### config.mk
export PLATFORM = sky130hd
export DESIGN_NAME = bank_addr_gen
export DESIGN_NICKNAME = d
export VERILOG_FILES = /design/src/parse_scan_pkg.sv /design/src/parse_bank_pkg.sv /design/src/bank_addr_gen.sv
export VERILOG_INCLUDE_DIRS = /design/src /design/src/include
export SDC_FILE = /design/constraint.sdc
export NUM_CORES = 1
export LEC_CHECK = 0
export BUFFER_PORTS_ARGS = -buffer_cell sky130_fd_sc_hd__buf_2
export CORE_MARGIN = 1
export CORE_UTILIZATION = 58
export DETAILED_ROUTE_END_ITERATION = 7
export GPL_TIMING_DRIVEN = 0
export PLACE_DENSITY = 0.95
export SYNTH_ARGS = -nofsm -noshare
export SYNTH_HDL_FRONTEND = slang
export SYNTH_SLANG_ARGS = --single-unit
### constraint.sdc
create_clock -name clk -period 4.4 [get_ports clk]
set_clock_uncertainty 0.15 [all_clocks]
set_input_delay 0.66 -clock clk [delete_from_list [all_inputs] [get_ports clk]]
set_output_delay 0.66 -clock clk [all_outputs]
set_load 0.005 [all_outputs]
### src/include/parse_consts.svh
`ifndef PARSE_CONSTS_SVH
`define PARSE_CONSTS_SVH

////////////////////
// feature map
////////////////////
`define PARSE_MAP_COLS 64
`define PARSE_MAP_ROWS 64 // last row is 63

////////////////////
// window timing
////////////////////
`define PARSE_WIN_DELAY 100 // window is this + 1 cycles
`define PARSE_ACC_DELAY 33
`define PARSE_SPLIT_DELAY (`PARSE_WIN_DELAY - `PARSE_ACC_DELAY)
`define PARSE_COL_SYNC 63 // pause between rows

////////////////////
// bram banks
////////////////////
`define PARSE_NUM_BANKS 16
`define PARSE_BANK_AW 9
`define PARSE_BANK_DW 128
`define PARSE_LANE_W 8
`define PARSE_ROW_BASE 64 // second row half in a bank

`endif

### src/parse_scan_pkg.sv
`default_nettype none

package parse_scan_pkg;

	typedef enum logic [2:0] {
		st_idle = 3'd0,
		st_row0 = 3'd1,
		st_row_odd = 3'd2,
		st_row_even = 3'd3,
		st_row_end = 3'd4,
		st_col_end = 3'd5 // sync pause at row change
	} scan_state_t;

	// group of four banks holding one row phase
	typedef logic [1:0] row_phase_t;

	typedef struct packed {
		scan_state_t state;
		logic [7:0] col;
		logic col_tgl;
		logic first_col;
		logic last_col;
		logic win_strobe; // last cycle of window
		logic split; // accumulate part of window
	} scan_pos_t;

endpackage

`default_nettype wire

### src/parse_bank_pkg.sv
`default_nettype none
`include "parse_consts.svh"

package parse_bank_pkg;

	typedef logic [`PARSE_BANK_AW-1:0] bank_addr_t;
	typedef logic [`PARSE_BANK_DW-1:0] bank_word_t;
	typedef logic [`PARSE_LANE_W-1:0] lane_byte_t;

	typedef bank_addr_t [`PARSE_NUM_BANKS-1:0] bank_addr_vec_t;
	typedef bank_word_t [`PARSE_NUM_BANKS-1:0] bank_word_vec_t;
	typedef lane_byte_t [`PARSE_NUM_BANKS-1:0] lane_vec_t;

	typedef logic [`PARSE_NUM_BANKS-1:0] bank_cs_t; // bit 0 is bank 0

endpackage

`default_nettype wire

### src/bank_addr_gen.sv
`timescale 1ns/1ps
`default_nettype none
`include "parse_consts.svh"

module bank_addr_gen (
	input  logic clk,
	input  logic rstn,
	input  parse_scan_pkg::scan_pos_t pos,
	input  logic col_done,
	output parse_bank_pkg::bank_cs_t cs,
	output parse_bank_pkg::bank_addr_vec_t bank_addr
);

	logic odd_tgl;
	logic even_tgl;
	logic reload;
	logic [`PARSE_NUM_BANKS-1:0] base_mask; // banks reloaded to row base
	logic [`PARSE_NUM_BANKS-1:0] inc_mask;

	////////////////////
	// address reload / increment
	////////////////////
	always_comb begin
		reload = 1'b0;
		base_mask = '0;
		case (pos.state)
			parse_scan_pkg::st_row0: begin
				reload = col_done;
				base_mask = 16'h000f;
			end
			parse_scan_pkg::st_row_odd: begin
				reload = col_done;
				base_mask = odd_tgl ? 16'hf000 : 16'h0fff;
			end
			parse_scan_pkg::st_row_even: begin
				reload = col_done;
				base_mask = even_tgl ? 16'h000f : 16'hfff0;
			end
			default: ;
		endcase
	end

	assign inc_mask = pos.col_tgl ? 16'h3333 : 16'hcccc;

	always_ff @(posedge clk or negedge rstn) begin
		if (!rstn) begin
			bank_addr <= '0;
			odd_tgl <= 1'b0;
			even_tgl <= 1'b0;
		end else if (reload) begin
			for (int b = 0; b < `PARSE_NUM_BANKS; b++) begin
				bank_addr[b] <= base_mask[b] ?
					parse_bank_pkg::bank_addr_t'(`PARSE_ROW_BASE) : '0;
			end
			if (pos.state == parse_scan_pkg::st_row_odd)
				odd_tgl <= ~odd_tgl;
			if (pos.state == parse_scan_pkg::st_row_even)
				even_tgl <= ~even_tgl;
		end else if (pos.win_strobe && !pos.last_col) begin
			for (int b = 0; b < `PARSE_NUM_BANKS; b++) begin
				if (inc_mask[b])
					bank_addr[b] <= bank_addr[b] + 1'b1;
			end
		end
	end

	// first column skips the left neighbour bank of each phase
	always_comb begin
		case (pos.state)
			parse_scan_pkg::st_row0: cs = pos.first_col ? 16'h0777 : 16'h0fff;
			parse_scan_pkg::st_row_odd,
			parse_scan_pkg::st_row_even: cs = pos.first_col ? 16'h7777 : 16'hffff;
			parse_scan_pkg::st_row_end: cs = pos.first_col ? 16'h7770 : 16'hfff0;
			default: cs = '0;
		endcase
	end

endmodule

`default_nettype wire

==> impl_metrics.ini <==
[yosys]
yosysUniqueCellTypes = 44
synth_area_leaders = dfrtp_1, xor2_1, nor2_1
yosys.area.top_type = dfrtp_1
syn-cell-area_um2 = 7390
synth_edf_count = 0
synth_area_per_cell_um2 = 9.59
synth_nets = 806
yosysTopAreaCellShare = 0.494
async_flop_share = 1.00
yosys_most_used_dff = dfrtp_1
ys_warn_count = 0
yosysSeqAreaShare = 0.494
synthCells = 771
synth-seq-cells = 146

[sta]
rsz0062_at_grt = false
slew_headroom = 0.464
period_share = 0.581
final.setup.tns_ns = 0
hold_viol_final = 0
setup_violations = 0
fin_crit_ns = 2.56
worstMarginPinSlew_ns = 0.804
fmax_mhz = 391
setup_ws_ns = 1.84
holdWs_ns = 0.0134
drv_slew = 0

[clock_tree]
cts_setup_buffers = 0
ctsResizeCount = 0
clock_latency_ns = 0.43
cts_made_buffers = 17
path_clk_slew_ns = 0.06
cts_tree = done
ctsHoldBuffers = 0
cts_sinks = 146
root_buffer = clkbuf_16
clk_path_buf_depth = 2
htree_levels = 4

[pwr]
irDropWorstVdd_uv = 251
total_power_mw = 3.40
p_per_area_nw_per_um2 = 376
p_leak_nw = 4.66

[cells_and_area]
drive_above_1_share = 0.259
num-fill-cells = 880
syn2layout_area_growth_pct = 22.2
final_cell_area_um2 = 9030
final_cell_mix = buf_2, dfrtp_1, nor2_1
fin_cells = 1137
fin_nets = 991
seqCellArea_um2 = 3650
diodes = 0
final_common_cell = buf_2
postLayoutCoreUtil = 0.740
multiInputGateArea_um2 = 3420

[setup_path]
max_stage_delay_ns = 0.30
worst_setup_path_start_kind = input port
arrival_ns = 1.75
crit_path_end_kind = output port
crit_type = in2out
slowest_stage = nor2_1
required_ns = 3.59
worstPathCellList = clkbuf_1 > nor2_1 > xor2_1 > inv_1 > buf_4 > buf_2
path_max_fanout = 9

[place]
portBuffers = 165
routabilityCongestion = 0.821
dp_cells = 1105
placed_area_um2 = 8460
dp_hpwl_um = 14300
dp_slack_ns = 1.84

[detailed_routing]
vias_per_cell = 5.83
dr_total_vias = 6627
wire_per_inst_um = 18.4
drt_first_pass_iters = 5
antenna_left = 0
drt_iter0_drc = 648
drc = 0
finalWirelength_um = 20900

[grt]
grt_overflow = 0
busiest_layer = met2
grtUsageMet2 = 0.549
met3_usage = 0.0849
grt_max_degree = 98
grt_usage = 0.337
grt_pass1_vias = 6483
grt_pass1_wl_um = 33500
grt_antenna_before_repair = 0
met1_usage = 0.430

[floorplanning]
row_count = 40
die_w_um = 115
ioPinCount = 179
start_util = 0.605
fp.dieH_um = 115
design.die.area_um2 = 13200
coreArea_um2 = 12200

[job]
cap_violations = 0

[run_status]
status = finished, final reports clean

[min_path]
hold_path_class = in2async
## state kept, by name, summed over array words and instances, names as in the netlist
signal,count
even_tgl,1
odd_tgl,1
bank_addr,144
## synthesized netlist by cell type, types with 2 or more instances
library cell,instances
o21ai_0,18
nor4b_1,2
and3_1,17
nand4b_1,5
or3_1,14
or2_2,4
buf_2,30
clkbuf_1,6
nand4_1,22
nand3_1,38
a2bb2oi_1,10
nor4_1,8
a211oi_1,3
a22oi_1,3
nor2_1,100
and4_1,3
ha_1,16
xnor2_1,41
nor3_1,13
and4bb_2,7
and4b_1,4
inv_1,14
dfrtp_1,146
nand2_1,91
and2_1,20
xor2_1,61
buf_4,12
nor2b_1,2
a21oi_1,46
## per-layer routing
layer | vias to the layer above | wire length (um) | share of wire
met5 | - | 0 | 0
met4 | 0 | 565 | 0.027
met3 | 54 | 1770 | 0.084
met2 | 316 | 10400 | 0.50
met1 | 3270 | 8240 | 0.39
li1 | 2987 | - | -
## path summary, 6_finish.rpt
path                                  end  startpoint  cells after the start  slack [ns]
max reg2reg                 bank_addr[51]     odd_tgl                      5        2.57
max                                 cs[6]     pos[14]                      6        1.84
max in group asynchronous   bank_addr[74]        rstn                      2        3.26
min                        bank_addr[130]        rstn                      1        0.01
min in group clk                 even_tgl    even_tgl                      1        0.36
min reg2reg                      even_tgl    even_tgl                      1        0.36
## kinds of logic after synthesis
group                      after synthesis  share of synthesized area
and+or+nand+nor                        357                      0.243
DFF                                    146                      0.494
xor gates and xnor gates               102                      0.121
AOI/OAI and AO/OA                       87                     0.0704
buffers and inverters                   62                     0.0427
adders and majority gates               16                     0.0271
muxes                                    1                    0.00152
## worst max-delay path: cells and delay by family
family | cells | cell delay [ns]
XOR/XNOR | 1 | 0.21
buffers and inverters | 4 | 0.56
AND/OR/NAND/NOR | 1 | 0.30
## power breakdown
group	internal [mW]	leakage [nW]	switching, mW	total [mW]
Combinational	0.196	2.37	0.249	0.445
Sequential	1.44	2.01	0.109	1.55
Clock	0.866	0.284	0.539	1.40
## area by class of cell
class / count / share of cell area
Sequential cell: 146 / 0.404
Multi-Input combinational cell: 563 / 0.379
Timing Repair Buffer: 166 / 0.0952
Clock buffer: 28 / 0.0583
Buffer: 48 / 0.0291
Tap cell: 168 / 0.0233
Inverter: 14 / 0.00582
Clock inverter: 4 / 0.00499
Power figures use the tool's default switching activity.
