File: src/include/parse_consts.svh
`ifndef PARSE_CONSTS_SVH
`define PARSE_CONSTS_SVH

////////////////////
// feature map
////////////////////
`define PARSE_MAP_COLS 64
`define PARSE_MAP_ROWS 64 // last row is 63

////////////////////
// window timing
////////////////////
`define PARSE_WIN_DELAY 100 // window is this + 1 cycles
`define PARSE_ACC_DELAY 33
`define PARSE_SPLIT_DELAY (`PARSE_WIN_DELAY - `PARSE_ACC_DELAY)
`define PARSE_COL_SYNC 63 // pause between rows

////////////////////
// bram banks
////////////////////
`define PARSE_NUM_BANKS 16
`define PARSE_BANK_AW 9
`define PARSE_BANK_DW 128
`define PARSE_LANE_W 8
`define PARSE_ROW_BASE 64 // second row half in a bank

`endif

File: src/parse_scan_pkg.sv
`default_nettype none

package parse_scan_pkg;

	typedef enum logic [2:0] {
		st_idle = 3'd0,
		st_row0 = 3'd1,
		st_row_odd = 3'd2,
		st_row_even = 3'd3,
		st_row_end = 3'd4,
		st_col_end = 3'd5 // sync pause at row change
	} scan_state_t;

	// group of four banks holding one row phase
	typedef logic [1:0] row_phase_t;

	typedef struct packed {
		scan_state_t state;
		logic [7:0] col;
		logic col_tgl;
		logic first_col;
		logic last_col;
		logic win_strobe; // last cycle of window
		logic split; // accumulate part of window
	} scan_pos_t;

endpackage

`default_nettype wire

File: src/scan_fsm.sv
`timescale 1ns/1ps
`default_nettype none
`include "parse_consts.svh"

module scan_fsm (
	input  logic clk,
	input  logic rstn,
	input  logic start,
	output parse_scan_pkg::scan_pos_t pos,
	output logic col_done
);

	localparam int DLY_W = $clog2(`PARSE_WIN_DELAY + 1);
	localparam int ROW_W = $clog2(`PARSE_MAP_ROWS + 1);
	localparam int SYNC_W = $clog2(`PARSE_COL_SYNC + 2);

	parse_scan_pkg::scan_state_t state;
	parse_scan_pkg::scan_state_t state_nxt;
	parse_scan_pkg::scan_state_t prev_row; // row state just completed
	logic [7:0] col;
	logic [ROW_W-1:0] row;
	logic [DLY_W-1:0] dly_cnt;
	logic col_tgl;
	logic [SYNC_W-1:0] sync_cnt;
	logic sync_end;
	logic active;

	assign active = start && (state != parse_scan_pkg::st_idle) &&
		(state != parse_scan_pkg::st_col_end);
	assign col_done = active && (col == 8'(`PARSE_MAP_COLS));

	////////////////////
	// state
	////////////////////
	always_comb begin
		state_nxt = state;
		case (state)
			parse_scan_pkg::st_idle: begin
				if (start)
					state_nxt = parse_scan_pkg::st_row0;
			end
			parse_scan_pkg::st_row0,
			parse_scan_pkg::st_row_odd,
			parse_scan_pkg::st_row_even,
			parse_scan_pkg::st_row_end: begin
				if (col_done)
					state_nxt = parse_scan_pkg::st_col_end;
			end
			parse_scan_pkg::st_col_end: begin
				if (sync_end) begin
					if (prev_row == parse_scan_pkg::st_row_end)
						state_nxt = parse_scan_pkg::st_idle; // frame done
					else if (row == ROW_W'(`PARSE_MAP_ROWS - 1))
						state_nxt = parse_scan_pkg::st_row_end;
					else if (prev_row == parse_scan_pkg::st_row_odd)
						state_nxt = parse_scan_pkg::st_row_even;
					else
						state_nxt = parse_scan_pkg::st_row_odd;
				end
			end
			default: state_nxt = parse_scan_pkg::st_idle;
		endcase
	end

	always_ff @(posedge clk or negedge rstn) begin
		if (!rstn) begin
			state <= parse_scan_pkg::st_idle;
			prev_row <= parse_scan_pkg::st_idle;
		end else begin
			state <= state_nxt;
			if (col_done)
				prev_row <= state;
		end
	end

	////////////////////
	// column / row / window counters
	////////////////////
	always_ff @(posedge clk or negedge rstn) begin
		if (!rstn) begin
			col <= '0;
			row <= '0;
			dly_cnt <= '0;
			col_tgl <= 1'b0;
		end else if (state == parse_scan_pkg::st_idle) begin
			col <= '0;
			row <= '0;
			dly_cnt <= '0;
			col_tgl <= 1'b0;
		end else if (active) begin
			if (col_done) begin
				col <= '0;
				row <= row + 1'b1;
			end else if (dly_cnt == DLY_W'(`PARSE_WIN_DELAY)) begin
				dly_cnt <= '0;
				col <= col + 1'b1;
				col_tgl <= ~col_tgl;
			end else begin
				dly_cnt <= dly_cnt + 1'b1;
			end
		end
	end

	// col_end pause, leaves one cycle after count reaches sync length
	always_ff @(posedge clk or negedge rstn) begin
		if (!rstn) begin
			sync_cnt <= '0;
			sync_end <= 1'b0;
		end else if (state == parse_scan_pkg::st_col_end) begin
			if (sync_end) begin
				sync_cnt <= '0;
				sync_end <= 1'b0;
			end else begin
				sync_cnt <= sync_cnt + 1'b1;
				sync_end <= (sync_cnt == SYNC_W'(`PARSE_COL_SYNC));
			end
		end
	end

	always_comb begin
		pos.state = state;
		pos.col = col;
		pos.col_tgl = col_tgl;
		pos.first_col = (col == 8'd0);
		pos.last_col = (col == 8'(`PARSE_MAP_COLS - 1));
		pos.win_strobe = active && (dly_cnt == DLY_W'(`PARSE_WIN_DELAY));
		pos.split = (dly_cnt > DLY_W'(`PARSE_SPLIT_DELAY));
	end

endmodule

`default_nettype wire

File: config.mk
export PLATFORM = sky130hd
export DESIGN_NAME = scan_fsm
export DESIGN_NICKNAME = d
export VERILOG_FILES = /design/src/parse_scan_pkg.sv /design/src/scan_fsm.sv
export VERILOG_INCLUDE_DIRS = /design/src /design/src/include
export SDC_FILE = /design/constraint.sdc
export NUM_CORES = 1
export LEC_CHECK = 0
export ABC_AREA = 0
export BUFFER_PORTS_ARGS = -buffer_cell sky130_fd_sc_hd__buf_4
export CAP_MARGIN = 20
export CORE_ASPECT_RATIO = 0.75
export CORE_UTILIZATION = 50
export CTS_BUF_LIST = sky130_fd_sc_hd__clkbuf_8
export DETAILED_ROUTE_END_ITERATION = 7
export PLACE_DENSITY = 0.69
export SLEW_MARGIN = 20
export SYNTH_ARGS = -nofsm -noshare
export SYNTH_HDL_FRONTEND = slang
export SYNTH_SLANG_ARGS = --single-unit
export TNS_END_PERCENT = 30
File: constraint.sdc
create_clock -name clk -period 3 [get_ports clk]
set_clock_uncertainty 0.2 [all_clocks]
set_input_delay 0.15 -clock clk [delete_from_list [all_inputs] [get_ports clk]]
set_output_delay 0.15 -clock clk [all_outputs]
set_load 0.02 [all_outputs]
==> results of run 1 <==
-- layout by cell type, fill, tap and decap left out, drive strengths merged, types with 9 or more instances in the layout --
| cell type | n |
|---|---|
| buf | 21 |
| nor3 | 11 |
| a21oi | 10 |
| o21ai | 17 |
| nand3 | 9 |
| nor2 | 25 |
| dfrtp | 37 |
| inv | 10 |
| nand2 | 27 |
| xor2 | 12 |
-- worst paths after layout --
path	startpoint	to	slack (ns)
worst max-delay path	col[0]$_DFFE_PN0P_	col_done	0.44
worst min-delay path	start	col[1]$_DFFE_PN0P_	0.08
worst max register to register	state[2]$_DFFE_PN0P_	col_tgl$_DFFE_PN0P_	0.63
worst min register to register	col_tgl$_DFFE_PN0P_	col_tgl$_DFFE_PN0P_	0.28
max in group asynchronous	rstn	state[1]$_DFFE_PN0P_	2.11
min in group asynchronous	rstn	col_tgl$_DFFE_PN0P_	0.15
-- per-layer routing --
layer  share of wire  wire [um]  up-vias  global-route usage
met5               0          0        -                   0
met4          0.0066         26        0              0.0503
met3           0.048        186        4              0.0565
met2            0.43       1680       44               0.307
met1            0.52       2020      768               0.305
li1                -          -      823                   -
-- sequential cells by signal, summed over array words and instances, names as in the netlist --
signal    flops
col           8
dly_cnt       7
row           7
sync_cnt      7
prev_row      3
state         3
col_tgl       1
sync_end      1
-- cell usage after synthesis, types with 5 or more instances --
| library cell | number | area, um2 |
|---|---|---|
| dfrtp_1 | 37 | 926 |
| nand2_1 | 27 | 101 |
| nor2_1 | 25 | 93.8 |
| o21ai_0 | 16 | 80.1 |
| xor2_1 | 12 | 105 |
| a21oi_1 | 10 | 50.1 |
| nand3_1 | 9 | 45.0 |
| nor3_1 | 9 | 45.0 |
| inv_1 | 8 | 30.0 |
| ha_1 | 6 | 75.1 |
| a21o_1 | 5 | 37.5 |
| nand4_1 | 5 | 31.3 |
-- critical path: cells and delay by family (launching register included) --
| kind | cells | cell delay [ns] |
|---|---|---|
| adders and majority gates | 1 | 0.16 |
| buffers and inverters | 3 | 0.58 |
| AOI/OAI and AO/OA | 1 | 0.43 |
| DFF | 1 | 0.46 |
| and+or+nand+nor | 1 | 0.29 |
-- cell type report --
cell class                 count  share of cell area
multi-input combinational    166               0.436
sequential                    37               0.399
tap                           52              0.0280
clock buffer                   6              0.0356
timing repair buffer          22              0.0723
clock inverter                 2              0.0146
inverter                       9              0.0146
-- per-stage QoR --
stage               instances  power [W]
CTS                       294    0.00114
floorplan                 222   0.000670
global placement          285   0.000693
detailed placement        285   0.000696
finish                    294    0.00113
global route              294    0.00119
-- logic make-up (layout without fill, tap and decap cells) --
| group | Yosys count | count (layout) | synth area share |
|---|---|---|---|
| buf+inv | 19 | 39 | 0.0474 |
| simple gates | 96 | 96 | 0.233 |
| compound gates | 47 | 47 | 0.153 |
| xor+xnor | 16 | 16 | 0.0689 |
| fa+ha+maj | 6 | 6 | 0.0369 |
| flops | 37 | 37 | 0.455 |
| mux | 1 | 1 | 0.00492 |
-- report_power, final --
part | total (W) | internal (W) | switching (W)
sequential | 0.000591 | 0.000532 | 0.0000584
combinational | 0.0000956 | 0.0000454 | 0.0000502
clock | 0.000441 | 0.000268 | 0.000173
total | 0.00113 | 0.000846 | 0.000282
==> flow_metrics.tcl, run 1 <==
set metrics [dict create \
    end_kind "output port" \
    tritoncts "yes" \
    core_mm2 0.00378 \
    hold_buffers 1 \
    setup_viol 0 \
    worst-setup-path-type "register to output port" \
    post-cts-setup-buffers 0 \
    slew_headroom 0.491 \
    clockBufferDepth 2 \
    clkSinkCount 37 \
    grt.overflow.total 0 \
    rsz0062_at_grt "false" \
    fillers 318 \
    drt_iter0_markers 107 \
    rows 19 \
    tightest_slew_ns 0.763 \
    yosysWarningCount 0 \
    synth_nets 231 \
    drc_errors 0 \
    avgSynthCellArea_um2 9.16 \
    tritoncts.num_buffers 5 \
    die_y_um 57.2 \
    gr-usage-all-layers 0.208 \
    cts_resized 0 \
    crit_chain "inv_1, ha_1, and4bb_2, o2111ai_2, inv_2, buf_4" \
    die_x_um 75.6 \
    area_growth_pct 14.1 \
    crit_arrival_ns 2.21 \
    maxCapViolations 0 \
    ir_drop_mv 0.334 \
    netlist_instances 222 \
    grt_max_degree 38 \
    holdPathStages 4 \
    ioPinCount 20 \
    fmax_ghz 0.390 \
    min_period_ns 2.56 \
    drv_slew 0 \
    vias 1639 \
    crit_required_ns 2.65 \
    start_util 0.538 \
    wl_per_cell_um 13.3 \
    drt_wl_total_mm 3.91 \
    dr.pass1.iters 4 \
    outcome "completed" \
    synth_cell_types 43 \
    cp_slowest_cell "dfrtp_1" \
    via_per_inst 5.57 \
    clockRootBuffer "clkbuf_8" \
    syn_area_mm2 0.00203 \
    dp_hpwl_mm 2.71 \
    fin_ws_ns 0.438 \
    synthArstFlopShare 1.00 \
    dpl-instance-area_mm2 0.00219 \
    die_area_mm2 0.00433 \
    power_density_mw_per_mm2 486 \
    cpPeakStageDelay_ns 0.46 \
    fin_crit_sh 0.854 \
    synth_seq_cells 37 \
    portBuffers 19 \
    ff2ff_path_depth 5 \
    fin_area_mm2 0.00232 \
    clkTransAtPathRegs_ns 0.07 \
    pre_cts_ws_ns 0.632 \
    ys.flop_type "dfrtp_1" \
    ys_seq_area_frac 0.455 \
    tns_ns 0 \
    ff_latch_area_um2 926 \
    multi_input_area_mm2 0.00101 \
    holdWs_ns 0.0780 \
    gp_congestion 0.791 \
    p_leak_nw 1.10 \
    min_path_type "input port to register" \
    antenna_found_initial 0 \
    clk_latency_ns 0.28 \
    finalHoldViolCount 0 \
    drive_gt1_frac 0.145 \
    fin_nets 250 \
    critPathMaxFanout 19 \
    diodes 0 \
    grt_pass1_wl_mm 6.76 \
    final_core_util 0.614 \
    cp-start-kind "register" \
    first_global_vias 1435 \
    h-tree-depth 2 \
    synth_enable_flop_cells 0 \
    ant_nets 0 \
]
Note: power is estimated with default switching activity, not from simulation.
==> inputs of run 2 (changes only) <==
--- a/config.mk
+++ b/config.mk
@@ -10,11 +10,9 @@
 export BUFFER_PORTS_ARGS = -buffer_cell sky130_fd_sc_hd__buf_4
 export CAP_MARGIN = 20
 export CORE_ASPECT_RATIO = 0.75
-export CORE_UTILIZATION = 50
+export CORE_UTILIZATION = 35
 export CTS_BUF_LIST = sky130_fd_sc_hd__clkbuf_8
 export DETAILED_ROUTE_END_ITERATION = 7
-export PLACE_DENSITY = 0.69
-export SLEW_MARGIN = 20
 export SYNTH_ARGS = -nofsm -noshare
 export SYNTH_HDL_FRONTEND = slang
 export SYNTH_SLANG_ARGS = --single-unit
==> flow_metrics.tcl, run 2 (synthesized netlist as in run 1, its figures left out) <==
set metrics [dict create \
    outcome "completed" \
    area_growth_pct 14.0 \
    first_global_vias 1472 \
    fmax_ghz 0.399 \
    regToRegSetupSlack_ns 0.60 \
    final_common_cell "dfrtp_1" \
    met3_length_um 157 \
    clkTransAtPathRegs_ns 0.07 \
    critPathMaxFanout 19 \
    rsz0062_at_grt "false" \
    dp_hpwl_mm 2.89 \
    top_layer_used "met4" \
    whs_endpoint "col[1]$_DFFE_PN0P_" \
    dr_wl_met2_mm 1.73 \
    min_path_type "input port to register" \
    worst-setup-path-type "register to output port" \
    cp_slowest_cell "dfrtp_1" \
    crit_arrival_ns 2.16 \
    fin_nets 250 \
    start_util 0.372 \
    cpPeakStageDelay_ns 0.44 \
    tritoncts "yes" \
    die_area_mm2 0.00612 \
    fin_ws_ns 0.493 \
    cts_resized 0 \
    fin_crit_sh 0.836 \
    top_register "col" \
    hold_buffers 1 \
    final_cell_mix "dfrtp_1, nand2_1, nor2_1, buf_4, o21ai_0" \
    rows 23 \
    tightest_slew_ns 0.738 \
    power_w 0.00103 \
    grt_pass1_wl_mm 7.12 \
    setup_viol 0 \
    clkSinkCount 37 \
    finalHoldViolCount 0 \
    gr-usage-all-layers 0.148 \
    via_per_inst 5.11 \
    clockRootBuffer "clkbuf_8" \
    portBuffers 19 \
    drt_iter0_markers 60 \
    power_density_mw_per_mm2 443 \
    clk_latency_ns 0.29 \
    gp_congestion 0.744 \
    antenna_found_initial 0 \
    wl_met1_mm 2.17 \
    drt_wl_total_mm 4.09 \
    ff2ff_path_depth 5 \
    diodes 0 \
    r2r_end "col_tgl$_DFFE_PN0P_" \
    end_kind "output port" \
    ioPinCount 20 \
    min_from "start" \
    drive_gt1_frac 0.149 \
    tns_ns 0 \
    dr.pass1.iters 4 \
    clockBufferDepth 2 \
    grt_max_degree 38 \
    post-cts-setup-buffers 0 \
    drc_errors 0 \
    ir_drop_mv 0.171 \
    min_period_ns 2.51 \
    maxCapViolations 0 \
    die_y_um 68.0 \
    crit_chain "inv_1, ha_1, and4bb_2, o2111ai_2, inv_2, buf_4" \
    ant_nets 0 \
    grt.overflow.total 0 \
    drv_slew 0 \
    slew_headroom 0.508 \
    h-tree-depth 2 \
    largest_reg_flops 8 \
    rr_startpoint "state[2]$_DFFE_PN0P_" \
    pre_cts_ws_ns 0.584 \
    cp-start-kind "register" \
    crit_required_ns 2.65 \
    vias 1621 \
    p_leak_nw 1.08 \
    tritoncts.num_buffers 5 \
    core_mm2 0.00547 \
    holdPathStages 4 \
    wl_per_cell_um 12.9 \
    die_x_um 90.0 \
]
==> run 2: cell count changes in the layout (fill, tap and decap cells not counted), sizes merged <==
cell      previous run  this run
clkinv               0         2
bufinv               1         0
clkbuf               6         5
clkinvlp             0         1
inv                 10         9
==> run 2: worst max path at each step <==
stage                          from                      to  slack (ns)  depth (start not counted)
2_1_floorplan    col[0]$_DFFE_PN0P_  dly_cnt[2]$_DFFE_PN0P_        0.90                          7
3_3_place_gp   state[2]$_DFFE_PN0P_     col_tgl$_DFFE_PN0P_        0.68                          5
3_5_place_dp   state[2]$_DFFE_PN0P_     col_tgl$_DFFE_PN0P_        0.58                          5
4_1_cts          col[0]$_DFFE_PN0P_                col_done        0.46                          6
5_1_grt          col[0]$_DFFE_PN0P_                col_done        0.34                          6
6_report         col[0]$_DFFE_PN0P_                col_done        0.49                          6
==> run 2: metal layers <==
metal / up-vias / global-route usage
li1: 824 / -
met1: 764 / 0.207
met2: 29 / 0.227
met3: 4 / 0.0422
met4: 0 / 0.0363
met5: - / 0
==> run 2: power by group <==
part | leakage, nW | switching (W) | total, W | internal (W)
sequential | 0.498 | 0.0000566 | 0.000589 | 0.000532
combinational | 0.537 | 0.0000522 | 0.0000977 | 0.0000455
clock | 0.0439 | 0.000180 | 0.000340 | 0.000160
total | 1.08 | 0.000289 | 0.00103 | 0.000738
==> run 2: cell type report <==
| class | count | area, um2 |
|---|---|---|
| clock buffer | 5 | 68.8 |
| tap | 75 | 93.8 |
| timing repair buffer | 22 | 168 |
| sequential | 37 | 926 |
| clock inverter | 3 | 17.5 |
| inverter | 9 | 33.8 |
| multi-input combinational | 166 | 1010 |
| fill | 563 | 3150 |
==> run 2: critical path, delay by kind of cell, from the launching register on <==
kind,cells,cell delay (ns)
buffers and inverters,3,0.57
AOI/OAI and AO/OA,1,0.41
DFF,1,0.44
adders and majority gates,1,0.16
and+or+nand+nor,1,0.28
==> run 2: stage by stage <==
stage,util,hold slack [ns],instances,instance area (um2)
after floorplan,-,-0.346,222,2030
after detailed placement,0.406,-0.0528,308,2220
after CTS,0.424,0.0994,317,2320
after global placement,0.406,-0.0501,308,2220
final,0.424,0.0956,317,2320
after global routing,0.424,0.162,317,2320
